--- config.mk ---
export PLATFORM = sky130hd
export DESIGN_NAME = bram_sdp
export DESIGN_NICKNAME = d
export VERILOG_FILES = /design/src/design/icache_pkg.sv /design/src/design/bram_sdp.sv
export VERILOG_INCLUDE_DIRS = /design/src /design/src/include
export SDC_FILE = /design/constraint.sdc
export NUM_CORES = 2
export LEC_CHECK = 0
export BUFFER_PORTS_ARGS = -buffer_cell sky130_fd_sc_hd__buf_2
export CAP_MARGIN = 20
export CORE_MARGIN = 4
export CORE_UTILIZATION = 45
export CTS_CLUSTER_SIZE = 28
export DETAILED_ROUTE_END_ITERATION = 6
export HOLD_SLACK_MARGIN = 0.02
export PLACE_DENSITY = 0.64
export SYNTH_ARGS = -nofsm -noshare
export SYNTH_HDL_FRONTEND = slang
export SYNTH_SLANG_ARGS = --single-unit
export TNS_END_PERCENT = 100
--- constraint.sdc ---
create_clock -name clk -period 4.48 [get_ports clk]
set_input_delay 0.448 -clock clk [delete_from_list [all_inputs] [get_ports clk]]
set_output_delay 0.448 -clock clk [all_outputs]
set_load 0.02 [all_outputs]
--- src/include/icache_consts.svh ---
`ifndef ICACHE_CONSTS_SVH
`define ICACHE_CONSTS_SVH

// Instruction and fetch address width
`define ICACHE_WORD_W 32

// One line is four instructions
`define ICACHE_LINE_W 128

// Geometry
`define ICACHE_WAYS 2
`define ICACHE_SETS 64
`define ICACHE_SET_LOG 6

// Byte offset within a line
`define ICACHE_OFS_LOG 4

// Whatever is left above index and offset
`define ICACHE_TAG_W 22

`endif
--- src/design/icache_pkg.sv ---
package icache_pkg;

`include "icache_consts.svh"

    // Instruction or byte address
    typedef logic [`ICACHE_WORD_W-1:0] word_t;

    typedef logic [`ICACHE_LINE_W-1:0] line_t;

    // Address fields
    typedef logic [`ICACHE_SET_LOG-1:0] set_idx_t;
    typedef logic [`ICACHE_TAG_W-1:0] tag_t;

    // Word within a line, offset bits above the byte bits
    typedef logic [`ICACHE_OFS_LOG-3:0] word_sel_t;

    // One bit per way
    typedef logic [`ICACHE_WAYS-1:0] way_mask_t;

    // Miss handling FSM
    typedef enum logic [1:0]
    {
        st_idle,
        st_lookup,
        st_mem_req,
        st_refill
    } ctrl_state_t;

endpackage

--- src/design/bram_sdp.sv ---
`timescale 1ns/1ns

module bram_sdp
    import icache_pkg::*;
#(
    parameter int width = 32,
    parameter int depth = 64
)
(
    input  logic             clk,
    input  set_idx_t         addr_w,
    input  set_idx_t         addr_r,
    input  logic [width-1:0] din_w,
    input  logic             we_w,
    output logic [width-1:0] dout_r
);

    logic [width-1:0] mem [depth];

    // Write port
    always_ff @(posedge clk)
    begin
        if (we_w)
        begin
            mem[addr_w] <= din_w;
        end
    end

    // Registered read, returns old data on a same-set write
    always_ff @(posedge clk)
    begin
        dout_r <= mem[addr_r];
    end

endmodule

== Yosys cells after proc, flatten, opt, wreduce, memory -nomap -nowiden ==
Memories as Yosys holds them, arrays and structs flattened. A register that Yosys moved wholly into a read port is not among the register bits.
Cells that the tools add are included.

* Multiplexer cells: 2

{| class="wikitable"
|+ Operators by type and width
! kind !! count
|-
| 1-bit two-way mux || 2
|}

* Memory bits (writable): 2,048
* Input bits: 46
* Memories: 1
* Bits in registers: 0

{| class="wikitable"
|+ Memories
! name !! depth !! bits a word !! rd ports !! clocked after Yosys merged registers in !! write ports !! RTL line !! text
|-
| mem || 64 || 32 || 1 || 1 || 1 || bram_sdp.sv:18 || <nowiki>logic [width-1:0] mem [depth];</nowiki>
|}

== Longest topological paths before layout ==
* Word-level depth: 2
* Mapped depth: 10

== Worst setup path before layout ==
No wires, ideal clock.

* Path kind: input-to-reg
* From: input port addr_w[3]
* To: memory mem[48][0], enable pin
* Data arrival time: 3.147 ns
* Required time: 4.019 ns
* Stages: 4
* Path slack: 0.872 ns
* Cell sequence: clkbuf_1 > nor2b_1 > nand4b_1 > nor3_1

{| class="wikitable"
|+ RTL lines
! what !! RTL line !! text
|-
| start: declaration || bram_sdp.sv:11 || <nowiki>input set_idx_t addr_w,</nowiki>
|-
| end: declaration || bram_sdp.sv:18 ||
|}

Straight into the memory's write port.

==> summary.md <==
| Metric | Value |
|---|---|
| DP Worst Slack | `~0.77 ns` |
| Reg power frac | `0.534` |
| Root Buffer | `clkbuf_16` |
| Compound-Gate Fraction of Synth Area | `0.01673` |
| Post-Synth XOR/XNOR Area | `0` |
| Iteration-0 DRC Markers | `5344` |
| R2r startpoint | `mem[6][15]` |
| Status | `finished clean` |
| Combinational Power Share | `0.052` |
| Num CTS Buffers | `200` |
| Setup WS post-layout | `between 1.5 and 2 ns` |
| Worst-path cell chain | `buf_8 > buf_12 > buf_4 > buf_4 > mux4_2 > mux4_2 > o22ai_1 > nor2_1` |
| Worst hold path class | `primary input to register` |
| Drt total wl | `about 200000 microns` |
| Routed WL per cell | `33.18 microns` |
| Clock Path Buffers | `3` |
| CTS Hold Buffers Added | `4` |
| Layout cells sized above 1 | `0.3152` |
| Worst Path Max Fanout | `60` |
| Reg2Reg Capture Point | `dout_r[15]` |
| Syn-to-layout area delta | `14.77%` |
| Post-Syn Instances | `around 3300` |
| Starting Density | `0.4522` |
| Largest net degree at the start of global routing | `65` |
| CP Capture Type | `register` |
| Min Tclk post-route | `about 2.8 ns` |
| Post-synth design cell area | `approximately 0.079 sq mm` |
| Dominant cells by area after synthesis | `edfxtp_1, mux4_2, mux2i_1` |
| Routability Congestion | `0.7953` |
| Pwr/cell area | `roughly 450 mW/mm^2` |
| Fin crit share | `0.6226` |
| Syn nets | `3370` |
| Die area | `0.1812 sq mm` |
| Min-delay src | `din_w[6]` |
| Tot GR Track Use | `0.2273` |
| First-pass GRT wire length | `289600 microns` |
| Post-CTS setup buffer count | `0` |
| Ports | `a little under 80` |
| Grt ovf | `0` |
| DRC violations left | `0` |
| Setup TNS | `0 ns` |
| Maximum operating frequency | `about 360 MHz` |
| Leading area contributor after synthesis | `edfxtp_1` |
| HPWL Detailed | `roughly 120000 microns` |
| Worst Path Buf+Inv | `4` |
| Sinks on Clock Net | `2080` |
| CTS resizes | `0` |
| Vias in the first global route | `37530` |
| Hold path endpoint | `mem[34][6]` |
| Htree depth | `4` |
| Cell family with most CP delay | `buffers and inverters` |
| Setup violators final | `0` |
| Die Ht | `425.7 microns` |
| Yosys reg bits | `about 2100` |
| R2r setup slk | `roughly 2.1 ns` |
| Synth Area in Simple Gates | `0.01265` |
| Max-cap viol count | `0` |
| WP data required | `5.18 ns` |
| Initial antenna violation count | `13` |
| Slew Limit Headroom | `0.3423` |
| Clock Skew | `between 0.07 and 0.08 ns` |
| Via density | `~6.1` |
| CTS clock-pin slew for the worst setup and hold paths | `approximately 0.060 ns` |
| Worst r2r path cells | `4` |
| Final instance area | `around 0.09 sq mm` |
| Die W | `roughly 430 microns` |
| Final Hold Viols | `0` |
| Worst-skew pair later-pin latency | `0.85 ns` |
| Adder-Cell Fraction of Synth Area | `0` |
| Internal power | `about 0.032 W` |
| Synth warnings | `0` |
| Crit path largest cell delay | `0.55 ns` |
| Lkg Pwr | `around 28 nW` |
| DRT Pass-1 Iters | `5` |
| Port Buffer Count | `77` |
| Worst setup SP type | `primary input` |
| Switching part of the total | `0.2157` |
| Multiplexer area fraction after synthesis | `0.1679` |
| Placement Cell Area | `around 0.083 sq mm` |
| Share of the synthesized area in the top cell type | `0.7833` |
| Slowest-stage cell, CP | `mux4_2` |
| Critical Path AT | `between 3 and 4 ns` |
| Std cell rows | `approximately 150` |
| Total number of vias | `about 37000` |
| Crit path kind | `primary input to register` |
| VDD IR-drop max | `about 330 uV` |
| Yosys cell types | `34` |
| TritonCTS clock tree | `done` |
| Hold path depth | `1` |
| Slew Viols, Final | `0` |
| Post-route ant nets | `0` |
| P_sw | `just under 0.009 W` |
| Combinational family with the most area after synthesis | `multiplexers` |
| Clk pwr share | `0.414` |
| Seq/Total Area, Yosys | `0.7914` |
| Syn Area/Cell | `23.62 sq um` |
| Slew @ Worst Pin | `0.9842 ns` |
| CORE AREA | `0.1736 sq mm` |
| Fin nets | `between 3000 and 4000` |
| RSZ-0062 raised after global routing | `false` |
-- layer usage --
layer | routed length, microns | track usage | up-vias
met5 | 22 | 0 | -
met4 | 7026 | 0.07596 | 4
met3 | 18730 | 0.04683 | 304
met2 | 96860 | 0.3523 | 1842
met1 | 81200 | 0.3259 | 20320
li1 | - | - | 14930
-- how the worst max path moves through the flow --
stage	from	to	slack [ns]	cells after the start
final	addr_r[0]	dout_r[0]	1.69	8
after global routing	addr_r[0]	dout_r[0]	1.60	8
after CTS	addr_r[0]	dout_r[0]	1.66	8
after detailed placement	addr_r[0]	dout_r[0]	0.77	8
after global placement	addr_r[0]	dout_r[0]	0.74	8
after floorplan	addr_w[3]	mem[48][0]	0.87	4
-- cells in the final DEF, fill, tap and decap left out, types with 6 or more instances in the layout --
master and n:
nor2b_1 15, edfxtp_1 2048, mux4_2 544, clkbuf_1 49, o22ai_1 84, nor2_1 75
buf_12 32, dfxtp_1 32, buf_4 186, bufinv_16 17, clkbuf_8 15, clkinv_1 30
nand2b_1 7, nand2_1 26, clkbuf_16 200, a22oi_1 12, buf_2 73, clkinv_16 6
nor2_4 62, a21oi_1 62, clkinv_2 41, a311oi_1 8, mux2i_1 93, o221ai_1 27
-- per-stage QoR --
| step | total power [W] | cells | util | hold slack [ns] |
|---|---|---|---|---|
| 2_1_floorplan | 0.02309 | 3324 | - | 0.5469 |
| 3_3_place_gp | 0.02418 | 5761 | 0.4806 | 0.7236 |
| 3_5_place_dp | 0.02420 | 5762 | 0.4807 | 0.7420 |
| 4_1_cts | 0.04085 | 6138 | 0.5188 | 0.05833 |
| 5_1_grt | 0.04183 | 6140 | 0.5189 | 0.04487 |
| 6_report | 0.04057 | 6144 | 0.5190 | 0.08157 |
-- power by group through the flow --
stage,clock network [W],registers (W),logic (W)
finish,0.0168,0.0217,0.00212
global route,0.0180,0.0216,0.00223
CTS,0.0171,0.0217,0.00214
detailed placement,0,0.0221,0.00213
global placement,0,0.0221,0.00211
floorplan,0,0.0220,0.00105
-- layout make-up --
cell class,instances,area (sq um)
tap,2325,2909
fill,13240,83520
antenna,5,12.51
clock inverter,108,1181
clock buffer,264,5395
timing repair buffer,300,2510
multi-input combinational,1062,15970
sequential,2080,62140
-- cells in the mapped netlist --
cell	instances
o32ai_1	4
nand2_1	26
and2_1	2
mux4_2	544
a21oi_1	62
nand4_1	2
a41o_1	4
or2_1	1
and3_1	4
or3b_1	2
nor2_1	137
nor2b_1	15
nand3_1	5
nor3_1	7
nand4b_1	1
or3_1	3
clkbuf_1	74
buf_6	5
buf_2	57
or2_2	1
nand3b_1	5
o221ai_1	27
or3b_2	3
a31oi_1	1
buf_1	21
buf_4	25
nand2b_1	8
mux2i_1	93
a311oi_1	8
edfxtp_1	2048
or2_0	1
dfxtp_1	32
a22oi_1	12
o22ai_1	84
-- sequential cells by signal, summed over array words and instances (netlist names) --
register / count
mem: 2048
dout_r: 32
-- kinds of logic after synthesis --
kind of cell    Yosys count
compound gates          202
mux                     637
buf+inv                 182
simple gates            223
flops                  2080
Note: power is estimated with default switching activity, not from simulation.
