[config.mk]
export PLATFORM = sky130hd
export DESIGN_NAME = refill_buffer_flat
export DESIGN_NICKNAME = d
export VERILOG_FILES = /design/src/design/icache_pkg.sv /design/src/design/icache_refill_if.sv /design/src/design/refill_buffer.sv /design/src/flat_wrapper.sv
export VERILOG_INCLUDE_DIRS = /design/src /design/src/include
export SDC_FILE = /design/constraint.sdc
export NUM_CORES = 1
export LEC_CHECK = 0
export ABC_AREA = 1
export BUFFER_PORTS_ARGS = -buffer_cell sky130_fd_sc_hd__buf_2
export CORE_AREA = 2 2 124 126
export CTS_BUF_LIST = sky130_fd_sc_hd__clkbuf_4
export DETAILED_ROUTE_END_ITERATION = 6
export DIE_AREA = 0 0 126 128
export PLACE_DENSITY = 0.71
export SKIP_LAST_GASP = 1
export SLEW_MARGIN = 20
export SYNTH_ARGS = -nofsm -noshare
export SYNTH_HDL_FRONTEND = slang
export SYNTH_SLANG_ARGS = --single-unit
[constraint.sdc]
create_clock -name clk -period 1.7 [get_ports clk]
set_input_delay 0.255 -clock clk [delete_from_list [all_inputs] [get_ports clk]]
set_output_delay 0.255 -clock clk [all_outputs]
set_load 0.01 [all_outputs]
[src/include/icache_consts.svh]
`ifndef ICACHE_CONSTS_SVH
`define ICACHE_CONSTS_SVH

// Instruction and fetch address width
`define ICACHE_WORD_W 32

// One line is four instructions
`define ICACHE_LINE_W 128

// Geometry
`define ICACHE_WAYS 2
`define ICACHE_SETS 64
`define ICACHE_SET_LOG 6

// Byte offset within a line
`define ICACHE_OFS_LOG 4

// Whatever is left above index and offset
`define ICACHE_TAG_W 22

`endif
[src/design/icache_pkg.sv]
package icache_pkg;

`include "icache_consts.svh"

    // Instruction or byte address
    typedef logic [`ICACHE_WORD_W-1:0] word_t;

    typedef logic [`ICACHE_LINE_W-1:0] line_t;

    // Address fields
    typedef logic [`ICACHE_SET_LOG-1:0] set_idx_t;
    typedef logic [`ICACHE_TAG_W-1:0] tag_t;

    // Word within a line, offset bits above the byte bits
    typedef logic [`ICACHE_OFS_LOG-3:0] word_sel_t;

    // One bit per way
    typedef logic [`ICACHE_WAYS-1:0] way_mask_t;

    // Miss handling FSM
    typedef enum logic [1:0]
    {
        st_idle,
        st_lookup,
        st_mem_req,
        st_refill
    } ctrl_state_t;

endpackage

[src/design/icache_refill_if.sv]
`timescale 1ns/1ns

interface icache_refill_if
    import icache_pkg::*;
();
    // Line transfer done, load the buffer
    logic      capture;
    line_t     line;
    word_sel_t word_sel;

    // Buffer contents
    word_t     refill_word;
    line_t     refill_line;

    modport ctrl (output capture);

    modport buffer (input capture, input line, input word_sel,
                    output refill_word, output refill_line);

    modport datapath (output line, output word_sel,
                      input refill_word, input refill_line);
endinterface

[src/design/refill_buffer.sv]
`timescale 1ns/1ns
`include "icache_consts.svh"

module refill_buffer
    import icache_pkg::*;
(
    input logic             clk,
    input logic             rst_n,
    icache_refill_if.buffer refill
);

    line_t line_q;
    logic  line_held;
    word_t word_pick;

    // Line from memory, loaded on the completed transfer
    always_ff @(posedge clk)
    begin
        if (refill.capture)
        begin
            line_q <= refill.line;
        end
    end

    // Set once any line has arrived
    always_ff @(posedge clk)
    begin
        if (!rst_n)
        begin
            line_held <= 1'b0;
        end
        else if (refill.capture)
        begin
            line_held <= 1'b1;
        end
    end

    assign word_pick = line_q[refill.word_sel*`ICACHE_WORD_W +: `ICACHE_WORD_W];

    // Nothing loaded yet, return zero
    assign refill.refill_word = line_held ? word_pick : '0;

    // Same line goes to the data array write port
    assign refill.refill_line = line_q;

endmodule

[src/flat_wrapper.sv]
// flat-port wrapper written by rule: the top's interface ports become plain ports
module refill_buffer_flat import icache_pkg::*;
  (clk, rst_n, refill_capture, refill_line, refill_word_sel, refill_refill_word, refill_refill_line);
  icache_refill_if refill_i ();
  input logic clk;
  input logic rst_n;
  input wire logic [$bits(refill_i.capture)-1:0] refill_capture;
  input wire logic [$bits(refill_i.line)-1:0] refill_line;
  input wire logic [$bits(refill_i.word_sel)-1:0] refill_word_sel;
  output wire logic [$bits(refill_i.refill_word)-1:0] refill_refill_word;
  output wire logic [$bits(refill_i.refill_line)-1:0] refill_refill_line;
  assign refill_i.capture = refill_capture;
  assign refill_i.line = refill_line;
  assign refill_i.word_sel = refill_word_sel;
  assign refill_refill_word = refill_i.refill_word;
  assign refill_refill_line = refill_i.refill_line;
  refill_buffer u_core (.clk(clk), .rst_n(rst_n), .refill(refill_i));
endmodule
## Word-level counts from Yosys, hierarchy flattened

Index checks and enable logic that the tools add are counted.

- Bits of input ports: 133
- Logic and storage cells: 4
- Flip-flop bits (word level): 129
- Output and inout bits: 160

- Shifts and indexed selects: 1
- Multiplexer cells: 1

Operators with widths:

| operator | count |
|---|---|
| $shiftx A128 B8 Y32 | 1 |
| $mux W32 | 1 |

## Logic depth before layout (Yosys ltp)

Gate-level depths: netlist of run 1.

- Word-level depth: 2
- Depth in mapped cells: 5
- Depth with buffers taken out: 4

## Worst setup path before layout of run 1

No wires, ideal clock.

- Kind: input -> output
- From: input port refill_word_sel[1]
- To: output port refill_refill_word[1]
- Data arrival time: 914 ps
- Buffers on the path: 2
- Setup slack: 531 ps
- Data required time: 1,445 ps
- Stages on the path: 5
- Path through: buf_2 inv_4 buf_8 nand3_1 a21oi_1

- Word-level cells in the longest chain between the ends: 2

RTL lines:

| element | RTL line | text |
|---|---|---|
| from (decl) | flat_wrapper.sv:9 | `input wire logic [$bits(refill_i.word_sel)-1:0] refill_word_sel;` |
| $shiftx A128 B8 Y32 | refill_buffer.sv:38 | `` assign word_pick = line_q[refill.word_sel*`ICACHE_WORD_W +: `ICACHE_WORD_W]; `` |
| $mux W32 | refill_buffer.sv:41 | `assign refill.refill_word = line_held ? word_pick : '0;` |
| to (decl) | flat_wrapper.sv:10 | `output wire logic [$bits(refill_i.refill_word)-1:0] refill_refill_word;` |

No other way between the ends.

## Worst setup path in the final report of run 1

- From: register u_core.line_q[105] (netlist: u_core.refill.refill_line[105])
- To: output port refill_refill_word[9]

- Word-level cells in the longest chain between the ends: 2

RTL lines:

| element | RTL line | text |
|---|---|---|
| from (decl) | refill_buffer.sv:12 | `line_t line_q;` |
| from (signal assigned) | refill_buffer.sv:21 | `line_q <= refill.line;` |
| $shiftx A128 B8 Y32 | refill_buffer.sv:38 |  |
| $mux W32 | refill_buffer.sv:41 |  |

No other way between the ends.

==> run metrics, run 1 <==
status finished with violations; violations in the final reports negative setup slack; via density per instance 4.55; maximum number of pins on one net before global-route repair 56; total wire length after detailed routing 19,100 um; Syn Std Cell Area 5800 sq um; number of H-tree levels 4; clock buffers created by TritonCTS 17; Worst Path Buf+Inv 2; Max-Slew Margin vs Limit 0.793; Worst Setup Slack, final -9.57 ps; total number of cells along the worst setup path 5; family of cells with the greatest summed delay on the critical path flip-flops; number of instances in the synthesized netlist 508; beginning of the worst hold path refill_capture; worst reg-to-reg path cell count 2; capture endpoint of the worst hold path u_core.refill.refill_line[56]$_DFFE_PP_; router iterations before antenna repair 5; critical path, cell by cell inv_2 -> nand2_2 -> nand3_2 -> a21oi_2 -> buf_2; portion of netlist area occupied by mux cells 0; root buf cell sky130_fd_sc_hd__clkbuf_4; CP Launch Type flip-flop; number of global-route vias before repair 5,267; Core Util, Final 0.638; aggregate global-route resource usage 0.230; Final Max Tran Viols 0; post-layout minimum cycle time 1710 ps; Seq/Total Area, Yosys 0.666; fmax 0.585 GHz; maximum buffer depth of the clock tree 2; sum of internal, switching and leakage power 7.33 mW; Row Count 45; number of flops mapped to enable cells by yosys 128; number of placed I/O pins 293; maximum cell stage delay along the critical path 400 ps; CTS sink cnt 129; Fin Clk Skew 0 ps; leading post-synthesis cells by cell area sky130_fd_sc_hd__edfxtp_1 (66%), sky130_fd_sc_hd__inv_1 (8.3%), sky130_fd_sc_hd__nand2_1 (7.0%); DRC violation total after the first TritonRoute iteration 322; layout overhead on the synthesized area 63.3%; Die ar. 16,100 sq um; FILL cells 1,160; setup repair after global routing missed its margin true; worst vdd ir 0.761 mV; Port-buffer cells 292; global-route wire length before repair 28,100 um; clock-pin slew on the worst setup and hold paths 130 ps; residual DRC count 0; simple-gate share of the synthesized area 0.171; number of distinct library cell variants in the gate-level netlist after synthesis 15; dominant combinational cell family by area after synthesis simple AND/OR/NAND/NOR gates; final setup fails 2; area of the multi-input gates 1440 sq um; Clk Latency, worst-skew pair 500 ps; type of destination of the critical path output pin; synthesis-stage register bit count 129; slowest cell on the critical path sky130_fd_sc_hd__edfxtp_1; number of antenna violations at the first check in global routing 2; cell area power density 773 nW/um^2; leading post-synthesis cells by instance count sky130_fd_sc_hd__inv_1 (129), sky130_fd_sc_hd__edfxtp_1 (128), sky130_fd_sc_hd__nand2_1 (108); worst slew pin tran 311 ps; max_cap viols 0; setup total negative slack -18.7 ps; cell taking the most area after synthesis sky130_fd_sc_hd__edfxtp_1; WL per Instance 16.4 um; worst setup slack for register-to-register paths 910 ps; post-synthesis area per instance 11.4 sq um; DP Wirelength 12,100 um; top-area cell type share of the netlist area 0.662; class of the worst hold path primary input to flip-flop; most frequent cell after synthesis sky130_fd_sc_hd__inv_1; predominant post-synthesis flop cell sky130_fd_sc_hd__edfxtp_1; CORE AREA 14,900 sq um; maximum fanout along the worst path 2; endpoint of the lowest-slack register-to-register path u_core.line_held$_SDFFE_PN0P_; global route overflow 0; net count after synthesis 641; Final ANT Viol Nets 0; Final Hold Viols 0; hold depth 1; critical path data required time 1440 ps; fraction of the mapped netlist area in compound gates 0.0470; worst reg2reg path startpoint u_core.line_held$_SDFFE_PN0P_; CP Data Arrival Time 1450 ps; area used by sequential logic in the layout 3870 sq um; initial cell density of the core 0.390; Pleak 4.61 nW; Final #Nets 1,096; post-synthesis share of cell area spent on full adders, half adders and majority gates 0; Synth Area in XOR/XNOR 0; async set-reset flop share out of synthesis 0; routability congestion estimate from global placement 0.933; CTS tree done; YS warnings 0; vertical extent of the die 128 um; classification of the worst setup path flip-flop to output pin; period utilisation layout 1.01; routed via count 5,301; layout cells sized above 1 0.508; overall die width 126 um
## per-stage QoR
stage / cell area, sq um / setup WS, ps / hold WS [ps] / instances
2_1_floorplan: 5800 / 531 / 354 / 508
3_3_place_gp: 7520 / 255 / 431 / 977
3_5_place_dp: 7520 / 246 / 433 / 977
4_1_cts: 9160 / -39.3 / 36.7 / 1145
5_1_grt: 9480 / -162 / 32.7 / 1166
6_report: 9480 / -9.57 / 98.8 / 1166
## state kept, by name (all words and copies together), names as in the netlist
signal,flops
u_core.line_held,1
u_core.refill.refill_line,128
## logic make-up after synthesis
family | after synthesis
buffers and inverters | 154
AOI/OAI and AO/OA | 33
DFF | 129
and+or+nand+nor | 192
## area by class of cell
class / instances / share of cell area
diodes: 2 / 0.000528
clock buffers: 17 / 0.0135
clock inverters: 15 / 0.0117
inverters: 131 / 0.0535
multi-input cells: 225 / 0.152
flip-flops and latches: 129 / 0.408
well taps: 188 / 0.0248
repair buffers: 458 / 0.335
repair inverters: 1 / 0.00119
## power by group
part           leakage [nW]  internal [mW]  switching, mW
Combinational          3.23          0.771          0.838
Clock                 0.115          0.585           1.22
Sequential             1.26           3.78          0.140
Total                  4.61           5.14           2.19
## how the worst max path moves through the flow
stage | from | to
2_1_floorplan | refill_word_sel[1] | refill_refill_word[1]
3_3_place_gp | u_core.line_held$_SDFFE_PN0P_ | refill_refill_word[0]
3_5_place_dp | u_core.line_held$_SDFFE_PN0P_ | refill_refill_word[0]
4_1_cts | u_core.refill.refill_line[32]$_DFFE_PP_ | refill_refill_word[0]
5_1_grt | u_core.refill.refill_line[100]$_DFFE_PP_ | refill_refill_word[4]
6_report | u_core.refill.refill_line[105]$_DFFE_PP_ | refill_refill_word[9]
## layer usage
layer	up-vias	global-route usage	wire length, um
met3	32	0.0718	1390
met1	2468	0.257	7090
met2	268	0.407	10100
li1	2533	-	-
met5	-	0	0
met4	0	0.0957	539
## worst register-to-register path, cell delays in order (launching register included)
cell and delay [ps]:
sky130_fd_sc_hd__dfxtp_4 390, sky130_fd_sc_hd__buf_6 140, sky130_fd_sc_hd__o21a_1 170
## cell usage in the layout, fill, tap and decap left out, drive strengths merged
master       netlist  layout
edfxtp           128     128
o21a               1       1
diode              0       2
dlygate4sd3        0     129
clkinvlp           0       6
nand3             64      64
clkinv             0       5
clkbuf             0      17
a21oi             32      32
buf               23     329
inv              131     136
dfxtp              1       1
nand2            128     128
## repair_timing
action / in CTS / in global routing
hold buffers: 129 / 0
buffers inserted: 5 / 19
setup endpoints to repair: 32 / 32
gates resized for setup: 13 / 52
pin swaps: 0 / 35
gates cloned: 2 / 0
endpoints found under the hold margin: 129 / 0
No activity file was read; power rests on OpenSTA's default activity.
==> run 2, diff against run 1 <==
HOLD_SLACK_MARGIN = 0.12   (was default)
==> run metrics, run 2 (same netlist as run 1, synthesis figures left out) <==
status finished with violations (unchanged); violations in the final reports negative setup slack (unchanged); Fin Clk Skew 0 ps (unchanged); number of standard cells in the layout, taps in and fillers out 1,167 (was 1,166); routability congestion estimate from global placement 0.933 (unchanged); maximum buffer depth of the clock tree 2 (unchanged); commonest cells after routing, fill and taps aside sky130_fd_sc_hd__buf_2 (291), sky130_fd_sc_hd__dlygate4sd3_1 (130), sky130_fd_sc_hd__edfxtp_1 (128) (was sky130_fd_sc_hd__buf_2 (291), sky130_fd_sc_hd__dlygate4sd3_1 (129), sky130_fd_sc_hd__edfxtp_1 (128)); final design instance area without fill 9490 sq um (was 9480 sq um); sum of internal, switching and leakage power 7.34 mW (was 7.33 mW); leading cell type in the layout, fill and taps excluded sky130_fd_sc_hd__buf_2 (unchanged); layout cells sized above 1 0.507 (was 0.508); area used by sequential logic in the layout 3870 sq um (unchanged); residual DRC count 0 (unchanged); Final Max Tran Viols 0 (unchanged); global route overflow 0 (unchanged); initial cell density of the core 0.390 (unchanged); max FFs per register 128 (unchanged); DP Wirelength 12,100 um (unchanged); Core Util, Final 0.638 (about the same); final setup fails 2 (unchanged); Final #Nets 1,097 (was 1,096); Row Count 45 (unchanged); area of the multi-input gates 1440 sq um (unchanged); maximum fanout along the worst path 2 (unchanged); Port-buffer cells 292 (unchanged); via density per instance 4.55 (about the same); CP Data Arrival Time 1450 ps (about the same); CTS tree done (unchanged); global-route wire length before repair 28,000 um (was 28,100 um); FILL cells 1,155 (was 1,160); Worst Setup Slack, final -4.72 ps (was -9.57 ps); Max-Slew Margin vs Limit 0.792 (was 0.793); worst reg2reg path startpoint u_core.line_held$_SDFFE_PN0P_ (unchanged); type of destination of the critical path output pin (unchanged); CORE AREA 14,900 sq um (unchanged); routed via count 5,306 (was 5,301); hold slack final 425 ps (was 98.8 ps); class of the worst hold path primary input to flip-flop (unchanged); Die ar. 16,100 sq um (unchanged); clock-pin slew on the worst setup and hold paths 130 ps (about the same); aggregate global-route resource usage 0.229 (was 0.230); number of H-tree levels 4 (unchanged); placed insts 977 (unchanged); DRC violation total after the first TritonRoute iteration 310 (was 322); setup total negative slack -8.66 ps (was -18.7 ps); worst slew pin tran 312 ps (was 311 ps); period utilisation layout 1.00 (was 1.01); fmax 0.587 GHz (was 0.585 GHz); Final Hold Viols 0 (unchanged); max_cap viols 0 (unchanged); cell area power density 774 nW/um^2 (was 773 nW/um^2); CP Launch Type flip-flop (unchanged); router iterations before antenna repair 5 (unchanged); overall die width 126 um (unchanged); root buf cell sky130_fd_sc_hd__clkbuf_4 (unchanged); vertical extent of the die 128 um (unchanged); total wire length after detailed routing 19,200 um (was 19,100 um); CTS sink cnt 129 (unchanged); WL per Instance 16.4 um (about the same); classification of the worst setup path flip-flop to output pin (unchanged); number of global-route vias before repair 5,276 (was 5,267); critical path data required time 1440 ps (about the same); beginning of the worst hold path refill_line[100] (was refill_capture); Clk Latency, worst-skew pair 500 ps (about the same); clock buffers created by TritonCTS 17 (unchanged); Final ANT Viol Nets 0 (unchanged); worst vdd ir 0.748 mV (was 0.761 mV); Pleak 4.62 nW (was 4.61 nW); number of placed I/O pins 293 (unchanged); maximum number of pins on one net before global-route repair 56 (unchanged); setup repair after global routing missed its margin true (unchanged); maximum cell stage delay along the critical path 440 ps (was 400 ps); layout overhead on the synthesized area 63.5% (was 63.3%); critical path, cell by cell inv_1 -> nand2_1 -> nand3_1 -> a21oi_2 -> buf_2 (was inv_2 -> nand2_2 -> nand3_2 -> a21oi_2 -> buf_2); slowest cell on the critical path sky130_fd_sc_hd__edfxtp_1 (unchanged); crit path launch u_core.refill.refill_line[98]$_DFFE_PP_ (was u_core.refill.refill_line[105]$_DFFE_PP_); worst-case setup slack after placement 246 ps (unchanged); placed cell areas 7520 sq um (unchanged); number of antenna violations at the first check in global routing 2 (unchanged); post-layout minimum cycle time 1700 ps (was 1710 ps)
==> run 2: critical path: cells and delay by family, from the launching register on <==
kind | cells | cell delay (ps)
AO/OA/AOI/OAI | 1 | 130
buffers and inverters | 2 | 210
flip-flops | 1 | 440
AND/OR/NAND/NOR | 2 | 140
==> run 2: cell type report <==
class | count | area share
sequential | 129 | 0.408
clock inverter | 15 | 0.0117
clock buffer | 17 | 0.0135
timing repair inverter | 1 | 0.00119
timing repair buffer | 459 | 0.335
tap | 188 | 0.0248
antenna | 2 | 0.000527
inverter | 131 | 0.0534
multi-input combinational | 225 | 0.152
==> run 2: final timing paths <==
kind / cells after the start / endpoint / slack, ps
worst min-delay path: 2 / u_core.refill.refill_line[100]$_DFFE_PP_ / 430
worst max-delay path: 5 / refill_refill_word[2] / -5
worst min register to register: 2 / u_core.line_held$_SDFFE_PN0P_ / 690
worst max register to register: 2 / u_core.line_held$_SDFFE_PN0P_ / 910
==> run 2: per-layer routing <==
metal	part of all wire	GRT usage	wire, um	vias to the layer above
li1	-	-	-	2537
met1	0.37	0.256	7160	2468
met2	0.53	0.403	10200	269
met3	0.067	0.0710	1290	32
met4	0.027	0.101	512	0
met5	0	0	0	-
==> run 2: repair_timing <==
item	4_1_cts	5_1_grt
hold buffers	130	0
setup endpoints to repair	32	32
resized for setup	13	51
setup buffers	5	19
endpoints found under the hold margin	139	0
pin swaps	0	36
gates cloned	2	0
==> run 2: power breakdown <==
| group | switching [mW] | internal (mW) |
|---|---|---|
| Combinational | 0.839 | 0.773 |
| Sequential | 0.141 | 3.78 |
| Clock | 1.23 | 0.585 |
| Total | 2.21 | 5.14 |
