[src/include/icache_consts.svh]
`ifndef ICACHE_CONSTS_SVH
`define ICACHE_CONSTS_SVH

// Instruction and fetch address width
`define ICACHE_WORD_W 32

// One line is four instructions
`define ICACHE_LINE_W 128

// Geometry
`define ICACHE_WAYS 2
`define ICACHE_SETS 64
`define ICACHE_SET_LOG 6

// Byte offset within a line
`define ICACHE_OFS_LOG 4

// Whatever is left above index and offset
`define ICACHE_TAG_W 22

`endif
[src/design/icache_pkg.sv]
package icache_pkg;

`include "icache_consts.svh"

    // Instruction or byte address
    typedef logic [`ICACHE_WORD_W-1:0] word_t;

    typedef logic [`ICACHE_LINE_W-1:0] line_t;

    // Address fields
    typedef logic [`ICACHE_SET_LOG-1:0] set_idx_t;
    typedef logic [`ICACHE_TAG_W-1:0] tag_t;

    // Word within a line, offset bits above the byte bits
    typedef logic [`ICACHE_OFS_LOG-3:0] word_sel_t;

    // One bit per way
    typedef logic [`ICACHE_WAYS-1:0] way_mask_t;

    // Miss handling FSM
    typedef enum logic [1:0]
    {
        st_idle,
        st_lookup,
        st_mem_req,
        st_refill
    } ctrl_state_t;

endpackage

[src/design/icache_refill_if.sv]
`timescale 1ns/1ns

interface icache_refill_if
    import icache_pkg::*;
();
    // Line transfer done, load the buffer
    logic      capture;
    line_t     line;
    word_sel_t word_sel;

    // Buffer contents
    word_t     refill_word;
    line_t     refill_line;

    modport ctrl (output capture);

    modport buffer (input capture, input line, input word_sel,
                    output refill_word, output refill_line);

    modport datapath (output line, output word_sel,
                      input refill_word, input refill_line);
endinterface

[src/design/icache_ctrl.sv]
`timescale 1ns/1ns

module icache_ctrl
    import icache_pkg::*;
(
    input  logic          clk,
    input  logic          rst_n,
    input  logic          flush,
    input  logic          stall,
    input  logic          req_pending,
    input  way_mask_t     hit,
    input  way_mask_t     victim,
    input  logic          mem_ready,
    output logic          mem_valid,
    output logic          fetch_ready,
    output way_mask_t     way_we,
    output logic          lru_update,
    output logic          from_refill,
    icache_refill_if.ctrl refill
);

    ctrl_state_t state;
    ctrl_state_t state_nxt;
    logic        from_refill_q;
    logic        hit_any;
    logic        respond;
    logic        accept;

    //////////////////////////////
    // Handshake terms

    assign hit_any = |hit;

    // Compare cycle with an answer, either a hit or the refilled word
    assign respond = (state == st_lookup) && (from_refill_q || hit_any);

    // Low from the miss until the refilled word goes out
    assign fetch_ready = (state == st_idle) || respond;

    assign accept = req_pending && fetch_ready && !stall;

    //////////////////////////////
    // Next state

    always_comb
    begin
        state_nxt = state;
        case (state)
            st_idle:
            begin
                if (accept)
                    state_nxt = st_lookup;
            end
            st_lookup:
            begin
                if (!respond)
                    state_nxt = st_mem_req;
                else if (!stall)
                    state_nxt = accept ? st_lookup : st_idle;
            end
            st_mem_req:
            begin
                if (mem_ready)
                    state_nxt = st_refill;
            end
            st_refill:
            begin
                state_nxt = st_lookup;
            end
            default:
            begin
                state_nxt = st_idle;
            end
        endcase

        // Flush drops whatever was in flight; a new pc may still enter
        if (flush)
            state_nxt = accept ? st_lookup : st_idle;
    end

    always_ff @(posedge clk)
    begin
        if (!rst_n)
        begin
            state         <= st_idle;
            from_refill_q <= 1'b0;
        end
        else
        begin
            state <= state_nxt;
            if (flush)
                from_refill_q <= 1'b0;
            else if (state == st_refill)
                from_refill_q <= 1'b1;
            else if ((state == st_lookup) && !stall)
                from_refill_q <= 1'b0;
        end
    end

    //////////////////////////////
    // Outputs

    assign mem_valid      = (state == st_mem_req) && !flush;
    assign refill.capture = mem_valid && mem_ready;

    // One write cycle into the victim way
    assign way_we = ((state == st_refill) && !flush) ? victim : '0;

    // Only a hit that the fetch stage takes moves the LRU bit
    assign lru_update = respond && !from_refill_q && !stall && !flush;

    assign from_refill = from_refill_q;

endmodule

[src/flat_wrapper.sv]
// flat-port wrapper written by rule: the top's interface ports become plain ports
module icache_ctrl_flat import icache_pkg::*;
  (clk, rst_n, flush, stall, req_pending, hit, victim, mem_ready, mem_valid, fetch_ready, way_we, lru_update, from_refill, refill_capture);
  icache_refill_if refill_i ();
  input  logic clk;
  input  logic rst_n;
  input  logic flush;
  input  logic stall;
  input  logic req_pending;
  input  way_mask_t hit;
  input  way_mask_t victim;
  input  logic mem_ready;
  output logic mem_valid;
  output logic fetch_ready;
  output way_mask_t way_we;
  output logic lru_update;
  output logic from_refill;
  output wire logic [$bits(refill_i.capture)-1:0] refill_capture;
  assign refill_capture = refill_i.capture;
  icache_ctrl u_core (.clk(clk), .rst_n(rst_n), .flush(flush), .stall(stall), .req_pending(req_pending), .hit(hit), .victim(victim), .mem_ready(mem_ready), .mem_valid(mem_valid), .fetch_ready(fetch_ready), .way_we(way_we), .lru_update(lru_update), .from_refill(from_refill), .refill(refill_i));
endmodule
[config.mk]
export PLATFORM = sky130hd
export DESIGN_NAME = icache_ctrl_flat
export DESIGN_NICKNAME = d
export VERILOG_FILES = /design/src/design/icache_pkg.sv /design/src/design/icache_refill_if.sv /design/src/design/icache_ctrl.sv /design/src/flat_wrapper.sv
export VERILOG_INCLUDE_DIRS = /design/src /design/src/include
export SDC_FILE = /design/constraint.sdc
export NUM_CORES = 1
export LEC_CHECK = 0
export BUFFER_PORTS_ARGS = -buffer_cell sky130_fd_sc_hd__buf_4
export CORE_AREA = 8 8 45 47
export CTS_CLUSTER_SIZE = 12
export DETAILED_ROUTE_END_ITERATION = 8
export DIE_AREA = 0 0 53 55
export SLEW_MARGIN = 20
export SYNTH_ARGS = -nofsm -noshare
export SYNTH_HDL_FRONTEND = slang
export SYNTH_SLANG_ARGS = --single-unit
export TNS_END_PERCENT = 30
[constraint.sdc]
create_clock -name clk -period 2.05 [get_ports clk]
set_input_delay 0.41 -clock clk [delete_from_list [all_inputs] [get_ports clk]]
set_output_delay 0.41 -clock clk [all_outputs]
set_load 0.02 [all_outputs]
# Yosys cells after proc, flatten, opt, wreduce, memory -nomap -nowiden
# Cells that the tools add are included.
# totals
out_inout_bits,7
regBits,3
input_bits,10
elab_cells,39
# op_classes
n_reduce_logical,20
muxes,10
n_eq_ne,6
bitwise,1
# ops
cell,count
2-bit 2-to-1 mux,6
1-bit logical AND,10
2-bit one-hot mux with 4 select lines,1
"2-bit equality test, second input constant",2
"4-bit inequality test, second input constant",1
2-bit OR reduction,2
1-bit logical NOT,3
1-bit 2-to-1 mux,3
"3-bit by 2-bit inequality test with 1-bit output, second input constant",1
"3-bit inequality test, second input constant",1
3-bit AND reduction,1
"2-bit by 1-bit equality test with 1-bit output, second input constant",1
2-bit logical NOT,1
1-bit logical OR,2
2-bit nonzero test,1
1-bit NOT,1

# Longest topological paths before layout
# Gate-level depths: netlist of the first run.
# depth
depth_word,11
ltp_mapped,5
depth_no_buf,5

# Least setup slack after synthesis of the first run
# OpenSTA, ideal clock, no wires.
# synth_timing
path_type,register to output
from,register u_core.state[1]
to,output lru_update
setup_slack_ns,0.230
stages_incl_launch_ff,5
arrival_time_ns,1.410
required_time_ns,1.640
path_buffers,0
cell_sequence,dfxtp_1 > inv_1 > ha_1 > nand2b_1 > nor4_1
# synth_between
elab_chain_cells,5
# synth_rtl
item,line,text
from (decl),icache_ctrl.sv:22,ctrl_state_t state;
from (signal assigned),icache_ctrl.sv:85,state <= st_idle;
from (signal assigned),icache_ctrl.sv:90,state <= state_nxt;
2-bit by 1-bit equality test with 1-bit output,icache_ctrl.sv:35,assign respond = (state == st_lookup) && (from_refill_q || hit_any);
1-bit logical AND,icache_ctrl.sv:35,
1-bit logical AND (3 in a row),icache_ctrl.sv:110,assign lru_update = respond && !from_refill_q && !stall && !flush;
to (decl),flat_wrapper.sv:16,output logic lru_update;
# Every way passes these cells.

# Worst setup path in the final report of the first run
# Same ends and word-level chain as after synthesis.

==> impl_metrics.ini, run 1 <==
[synthesis]
synth_nets = 55
post_synth_num_cell_types = 25
postSynthRegisterBits = 3
synth-async-reset-ratio_pct = 0
synth_area_um2 = 357
synthesis.yosys.warnings = 0
top_reg_cell_synth = sky130_fd_sc_hd__dfxtp_1
synth-seq-area-share_pct = 16.8
post_synth_inst_count = 41
synth_area_per_cell_um2 = 8.70
synth_edf_count = 0

[clock_network]
ctsHtreeMaxLevel = 1
hold_fix_buffers_cts = 0
cts.repair.resized = 0
cts-root-buf = sky130_fd_sc_hd__clkbuf_4
cts_inserted_buffers = 3
cts_tree = done
post_cts.repair.setup_buffers = 0
cts_buffer_depth = 2
clock_pin_slew_on_the_worst_setup_and_hold_paths_ps = 40
clock_latency_ps = 230
clock_sink_count = 3

[sta]
post-route-worst-setup-slack_ps = 188
slew_violations = 0
timing.setup.tns_ps = 0
fin_skew_ps = 2.40
report.final.setup_viol = 0
grt_setup_unrepaired = false
final_count_of_hold_timing_violations = 0
slew_headroom_pct = 76.4
worst-slew-pin-transition_ps = 351
layout_min_cycle_time_ps = 1860
timing.final.crit_share_pct = 90.8
achievable-frequency_mhz = 537

[die]
floorplan.initialDensity_pct = 25.8
design.core.area_um2 = 1380
std_cell_rows = 14
floorplan.die_area_um2 = 2920
die_y_um = 55
design.portCount = 17
die_w_um = 53

[placement]
numPortBuffers = 16
post-dp-hpwl_um = 794
dpl_cell_area_um2 = 493
detailedPlace.worstSlack_ps = 435
final_weighted_congestion_of_routability_driven_global_placement = 0.735

[worst_setup_path]
critPathKind = register to primary output
worst_path_largest_cell_delay_ps = 330
worst-endpoint-required_ps = 1640
worst-path-stages = 5
path_cells = inv_1 -> ha_1 -> nand2b_1 -> nor4_1 -> buf_4
reg2regPathDepth = 5
cpMaxStageDelayCell = sky130_fd_sc_hd__dfxtp_1
critPathBufInv = 2
startpoint_type = register
crit_arrival_ps = 1450
cp_top_family = simple AND/OR/NAND/NOR gates
critical_path.max_fanout = 5
setup.worst_path.end_class = primary output

[route]
detail_route.iter0.violations = 3
drc = 0
vias_per_cell = 4.79
num_vias = 364
firstDrtPassIters = 3
antenna_violating_nets_post_route = 0
detail_route.wl_per_cell_um = 12.2
postRouteWirelength_um = 930

[grt]
grtUsageTotal_pct = 6.99
grt_max_degree = 12
grt_first_pass_wirelength_um = 1550
antenna_found_initial = 0
grt_pass1_vias = 391
gr-total-overflow = 0

[power]
power.static_leakage_uw = 0.000230
overall_power_uw = 240
power.density_nw_per_um2 = 461
max-vdd-ir-drop_uv = 303

[final_layout]
final_core_util_pct = 37.5
drive_above_1_share_pct = 40.0
antenna_cells = 0
finalNetCount = 75
layout_overhead_on_the_synthesized_area_pct = 45.6
final.fill_count = 152
finalInstanceArea_um2 = 519

[run]
cap_viol_max_count = 0

[min_path]
min_path_cells = 2
hold_path_class = primary input to register

[status]
status = completed
## cell usage in the layout (no fill, tap or decap), types with 2 or more instances in the layout
cell type / Yosys / final
sky130_fd_sc_hd__a21oi_1: 2 / 2
sky130_fd_sc_hd__and3b_1: 2 / 2
sky130_fd_sc_hd__buf_4: 0 / 16
sky130_fd_sc_hd__clkbuf_4: 0 / 3
sky130_fd_sc_hd__dfxtp_1: 3 / 3
sky130_fd_sc_hd__ha_1: 4 / 4
sky130_fd_sc_hd__inv_1: 4 / 4
sky130_fd_sc_hd__nand2b_1: 3 / 3
sky130_fd_sc_hd__nand3b_1: 3 / 3
sky130_fd_sc_hd__nor2b_1: 2 / 2
sky130_fd_sc_hd__nor3_1: 2 / 2
## stage by stage
| step | hold slack, ps | std cells |
|---|---|---|
| 2_1_floorplan | 554 | 41 |
| 3_3_place_gp | 603 | 72 |
| 3_5_place_dp | 586 | 72 |
| 4_1_cts | 438 | 76 |
| 5_1_grt | 443 | 76 |
| 6_report | 442 | 76 |
## worst paths after layout
path	start	end	slack, ps
worst max register to register	u_core.state[0]$_SDFFE_PN0P_	u_core.state[0]$_SDFFE_PN0P_	570
worst min register to register	u_core.from_refill$_SDFFE_PP0P_	u_core.from_refill$_SDFFE_PP0P_	590
worst min-delay path	flush	u_core.from_refill$_SDFFE_PP0P_	440
worst max-delay path	u_core.state[1]$_SDFFE_PN0P_	lru_update	190
## Yosys cell counts, drive strengths merged (2+ instances only)
library cell | count | area, um2
inv | 4 | 15.0
nand3b | 3 | 22.5
a21oi | 2 | 10.0
nor2b | 2 | 12.5
a41o | 2 | 21.3
ha | 4 | 50.1
nor3 | 2 | 10.0
nand2b | 3 | 18.8
and3b | 2 | 17.5
dfxtp | 3 | 60.1
## flip-flops by register name, indices dropped and copies added, names as in the netlist
register	cells
u_core.from_refill	1
u_core.state	2
## power breakdown
part,leakage [uW],switching [uW],internal (uW)
Sequential,0.0000244,2.60,61.1
Combinational,0.000191,37.8,38.3
Clock,0.0000150,27.0,72.7
Total,0.000230,67.4,172
## layer usage
metal	track usage (%)	wire length, um
met5	0	0
met4	3.88	0
met3	3.48	93
met2	12.5	442
met1	6.37	394
## cell families (layout without fill, tap and decap cells)
kind of cell               count (synthesis)  count (layout)  share of synthesized area, %
adders and majority gates                  4               4                          14.0
DFF                                        3               3                          16.8
buffers and inverters                      5              24                          5.26
AOI/OAI and AO/OA                         10              10                          29.5
and+or+nand+nor                           19              19                          34.4
## layout make-up
type / count / area (um2) / area share, %
timing repair buffer: 16 / 120 / 23.1
sequential: 3 / 60.1 / 11.6
inverter: 4 / 15.0 / 2.89
tap: 16 / 20.0 / 3.86
multi-input combinational: 33 / 278 / 53.5
clock buffer: 4 / 26.3 / 5.06
No activity file was read; power rests on OpenSTA's default activity.
==> inputs of run 2 (changes only) <==
--- a/config.mk
+++ b/config.mk
@@ -7,10 +7,12 @@
 export NUM_CORES = 1
 export LEC_CHECK = 0
 export BUFFER_PORTS_ARGS = -buffer_cell sky130_fd_sc_hd__buf_4
+export CAP_MARGIN = 20
 export CORE_AREA = 8 8 45 47
 export CTS_CLUSTER_SIZE = 12
 export DETAILED_ROUTE_END_ITERATION = 8
 export DIE_AREA = 0 0 53 55
+export SETUP_SLACK_MARGIN = 0.5
 export SLEW_MARGIN = 20
 export SYNTH_ARGS = -nofsm -noshare
 export SYNTH_HDL_FRONTEND = slang
==> impl_metrics.ini, run 2 (same netlist as run 1, synthesis figures left out) <==
[power]
power.density_nw_per_um2 = 431
max-vdd-ir-drop_uv = 235
power.static_leakage_uw = 0.000253

[worst_setup_path]
critPathKind = register to primary output
critical_path.max_fanout = 4
startpoint_type = register
r2r_slack_ps = 630
cp_top_family = flip-flops
worst_path_largest_cell_delay_ps = 380
critPathBufInv = 2
timing.rr.start = u_core.state[0]$_SDFFE_PN0P_
r2r-end = u_core.state[0]$_SDFFE_PN0P_
path_cells = inv_4 -> ha_4 -> nor2b_4 -> and2_1 -> buf_6
cpMaxStageDelayCell = sky130_fd_sc_hd__dfxtp_4
reg2regPathDepth = 5
worst-endpoint-required_ps = 1640
setup.worst_path.end_class = primary output
crit_arrival_ps = 1190

[route]
drc = 0
postRouteWirelength_um = 1050
num_vias = 395
detail_route.iter0.violations = 3
firstDrtPassIters = 4
detail_route.wl_per_cell_um = 13.3
antenna_violating_nets_post_route = 0
vias_per_cell = 5.00

[clock_network]
clock_latency_ps = 230
clock_sink_count = 3
cts_buffer_depth = 2
clock_pin_slew_on_the_worst_setup_and_hold_paths_ps = 40
cts-root-buf = sky130_fd_sc_hd__clkbuf_4
cts_tree = done
ctsHtreeMaxLevel = 1
cts_inserted_buffers = 3

[run]
cap_viol_max_count = 0

[sta]
slew_violations = 0
achievable-frequency_mhz = 624
fin_skew_ps = 0.196
worst-slew-pin-transition_ps = 295
layout_min_cycle_time_ps = 1600
timing.final.crit_share_pct = 78.2
report.final.setup_viol = 0
timing.setup.tns_ps = 0
grt_setup_unrepaired = true
slew_headroom_pct = 80.3
final_count_of_hold_timing_violations = 0
post-route-worst-setup-slack_ps = 447

[final_layout]
largest_register = u_core.state
final.fill_count = 148
antenna_cells = 0
drive_above_1_share_pct = 60.3
largest_register_ff_count = 2
finalNetCount = 78
most_common_library_cell_in_the_layout_ignoring_fill_and_taps = sky130_fd_sc_hd__buf_4
layout_common_cells = 17 x sky130_fd_sc_hd__buf_4, 3 x sky130_fd_sc_hd__nand2b_1, 3 x sky130_fd_sc_hd__nand3b_1, 3 x sky130_fd_sc_hd__clkbuf_4
layout_overhead_on_the_synthesized_area_pct = 70.5

[grt]
antenna_found_initial = 0
grtUsageTotal_pct = 8.73
grt_first_pass_wirelength_um = 1840
gr-total-overflow = 0
grt_max_degree = 12
grt_pass1_vias = 432

[die]
die_y_um = 55
floorplan.initialDensity_pct = 25.8
die_w_um = 53
design.core.area_um2 = 1380
floorplan.die_area_um2 = 2920
std_cell_rows = 14
design.portCount = 17

[status]
status = completed

[placement]
detailedPlace.worstSlack_ps = 450
post-dp-hpwl_um = 777
numPortBuffers = 16
final_weighted_congestion_of_routability_driven_global_placement = 0.747

[min_path]
min_path_cells = 2
hold_path_class = primary input to register
hold_path_startpoint = flush
hold_end = u_core.from_refill$_SDFFE_PP0P_
## run 2: worst max path at each step
stage | startpoint | endpoint | slack (ps) | cells after the start
detailed placement | u_core.state[1]$_SDFFE_PN0P_ | lru_update | 450 | 5
global route | u_core.state[1]$_SDFFE_PN0P_ | fetch_ready | 350 | 6
CTS | u_core.state[1]$_SDFFE_PN0P_ | lru_update | 440 | 5
finish | u_core.state[0]$_SDFFE_PN0P_ | refill_capture | 450 | 5
global placement | u_core.state[1]$_SDFFE_PN0P_ | lru_update | 480 | 5
floorplan | u_core.state[1]$_SDFFE_PN0P_ | lru_update | 440 | 4
## run 2: timing repair
| action | CTS | global route |
|---|---|---|
| pin swaps | 4 | 2 |
| setup buffers | 3 | 0 |
| setup endpoints to repair | 6 | 5 |
| resized for setup | 17 | 1 |
| hold buffers | 0 | 0 |
## run 2: power breakdown
| part | total [uW] | leakage [uW] | switching (uW) | internal [uW] |
|---|---|---|---|---|
| clock network | 105 | 0.0000150 | 31.6 | 73.0 |
| registers | 65.3 | 0.0000258 | 4.95 | 60.3 |
| logic | 92.1 | 0.000213 | 43.9 | 48.2 |
## run 2: stage by stage
stage | hold WS (ps) | std cells | cell area, um2 | total power (uW) | util [%]
2_1_floorplan | 554 | 41 | 365 | 112 | -
3_3_place_gp | 609 | 72 | 502 | 142 | 36.3
3_5_place_dp | 602 | 72 | 502 | 142 | 36.3
4_1_cts | 449 | 79 | 608 | 266 | 43.9
5_1_grt | 448 | 79 | 608 | 288 | 43.9
6_report | 459 | 79 | 608 | 262 | 43.9
## run 2: cell type report
class | instances | area (um2) | share of cell area [%]
Clock buffer | 4 | 26.3 | 4.32
Inverter | 4 | 20.0 | 3.29
Multi-Input combinational cell | 33 | 324 | 53.3
Sequential cell | 3 | 67.6 | 11.1
Tap cell | 16 | 20.0 | 3.29
Timing Repair Buffer | 19 | 150 | 24.7
## run 2: routing by layer
layer | track usage, % | vias up | wire length, um
met1 | 8.03 | 182 | 384
met4 | 7.76 | 0 | 27
met5 | 0 | - | 0
met2 | 14.8 | 11 | 548
met3 | 3.48 | 4 | 90
li1 | - | 198 | -
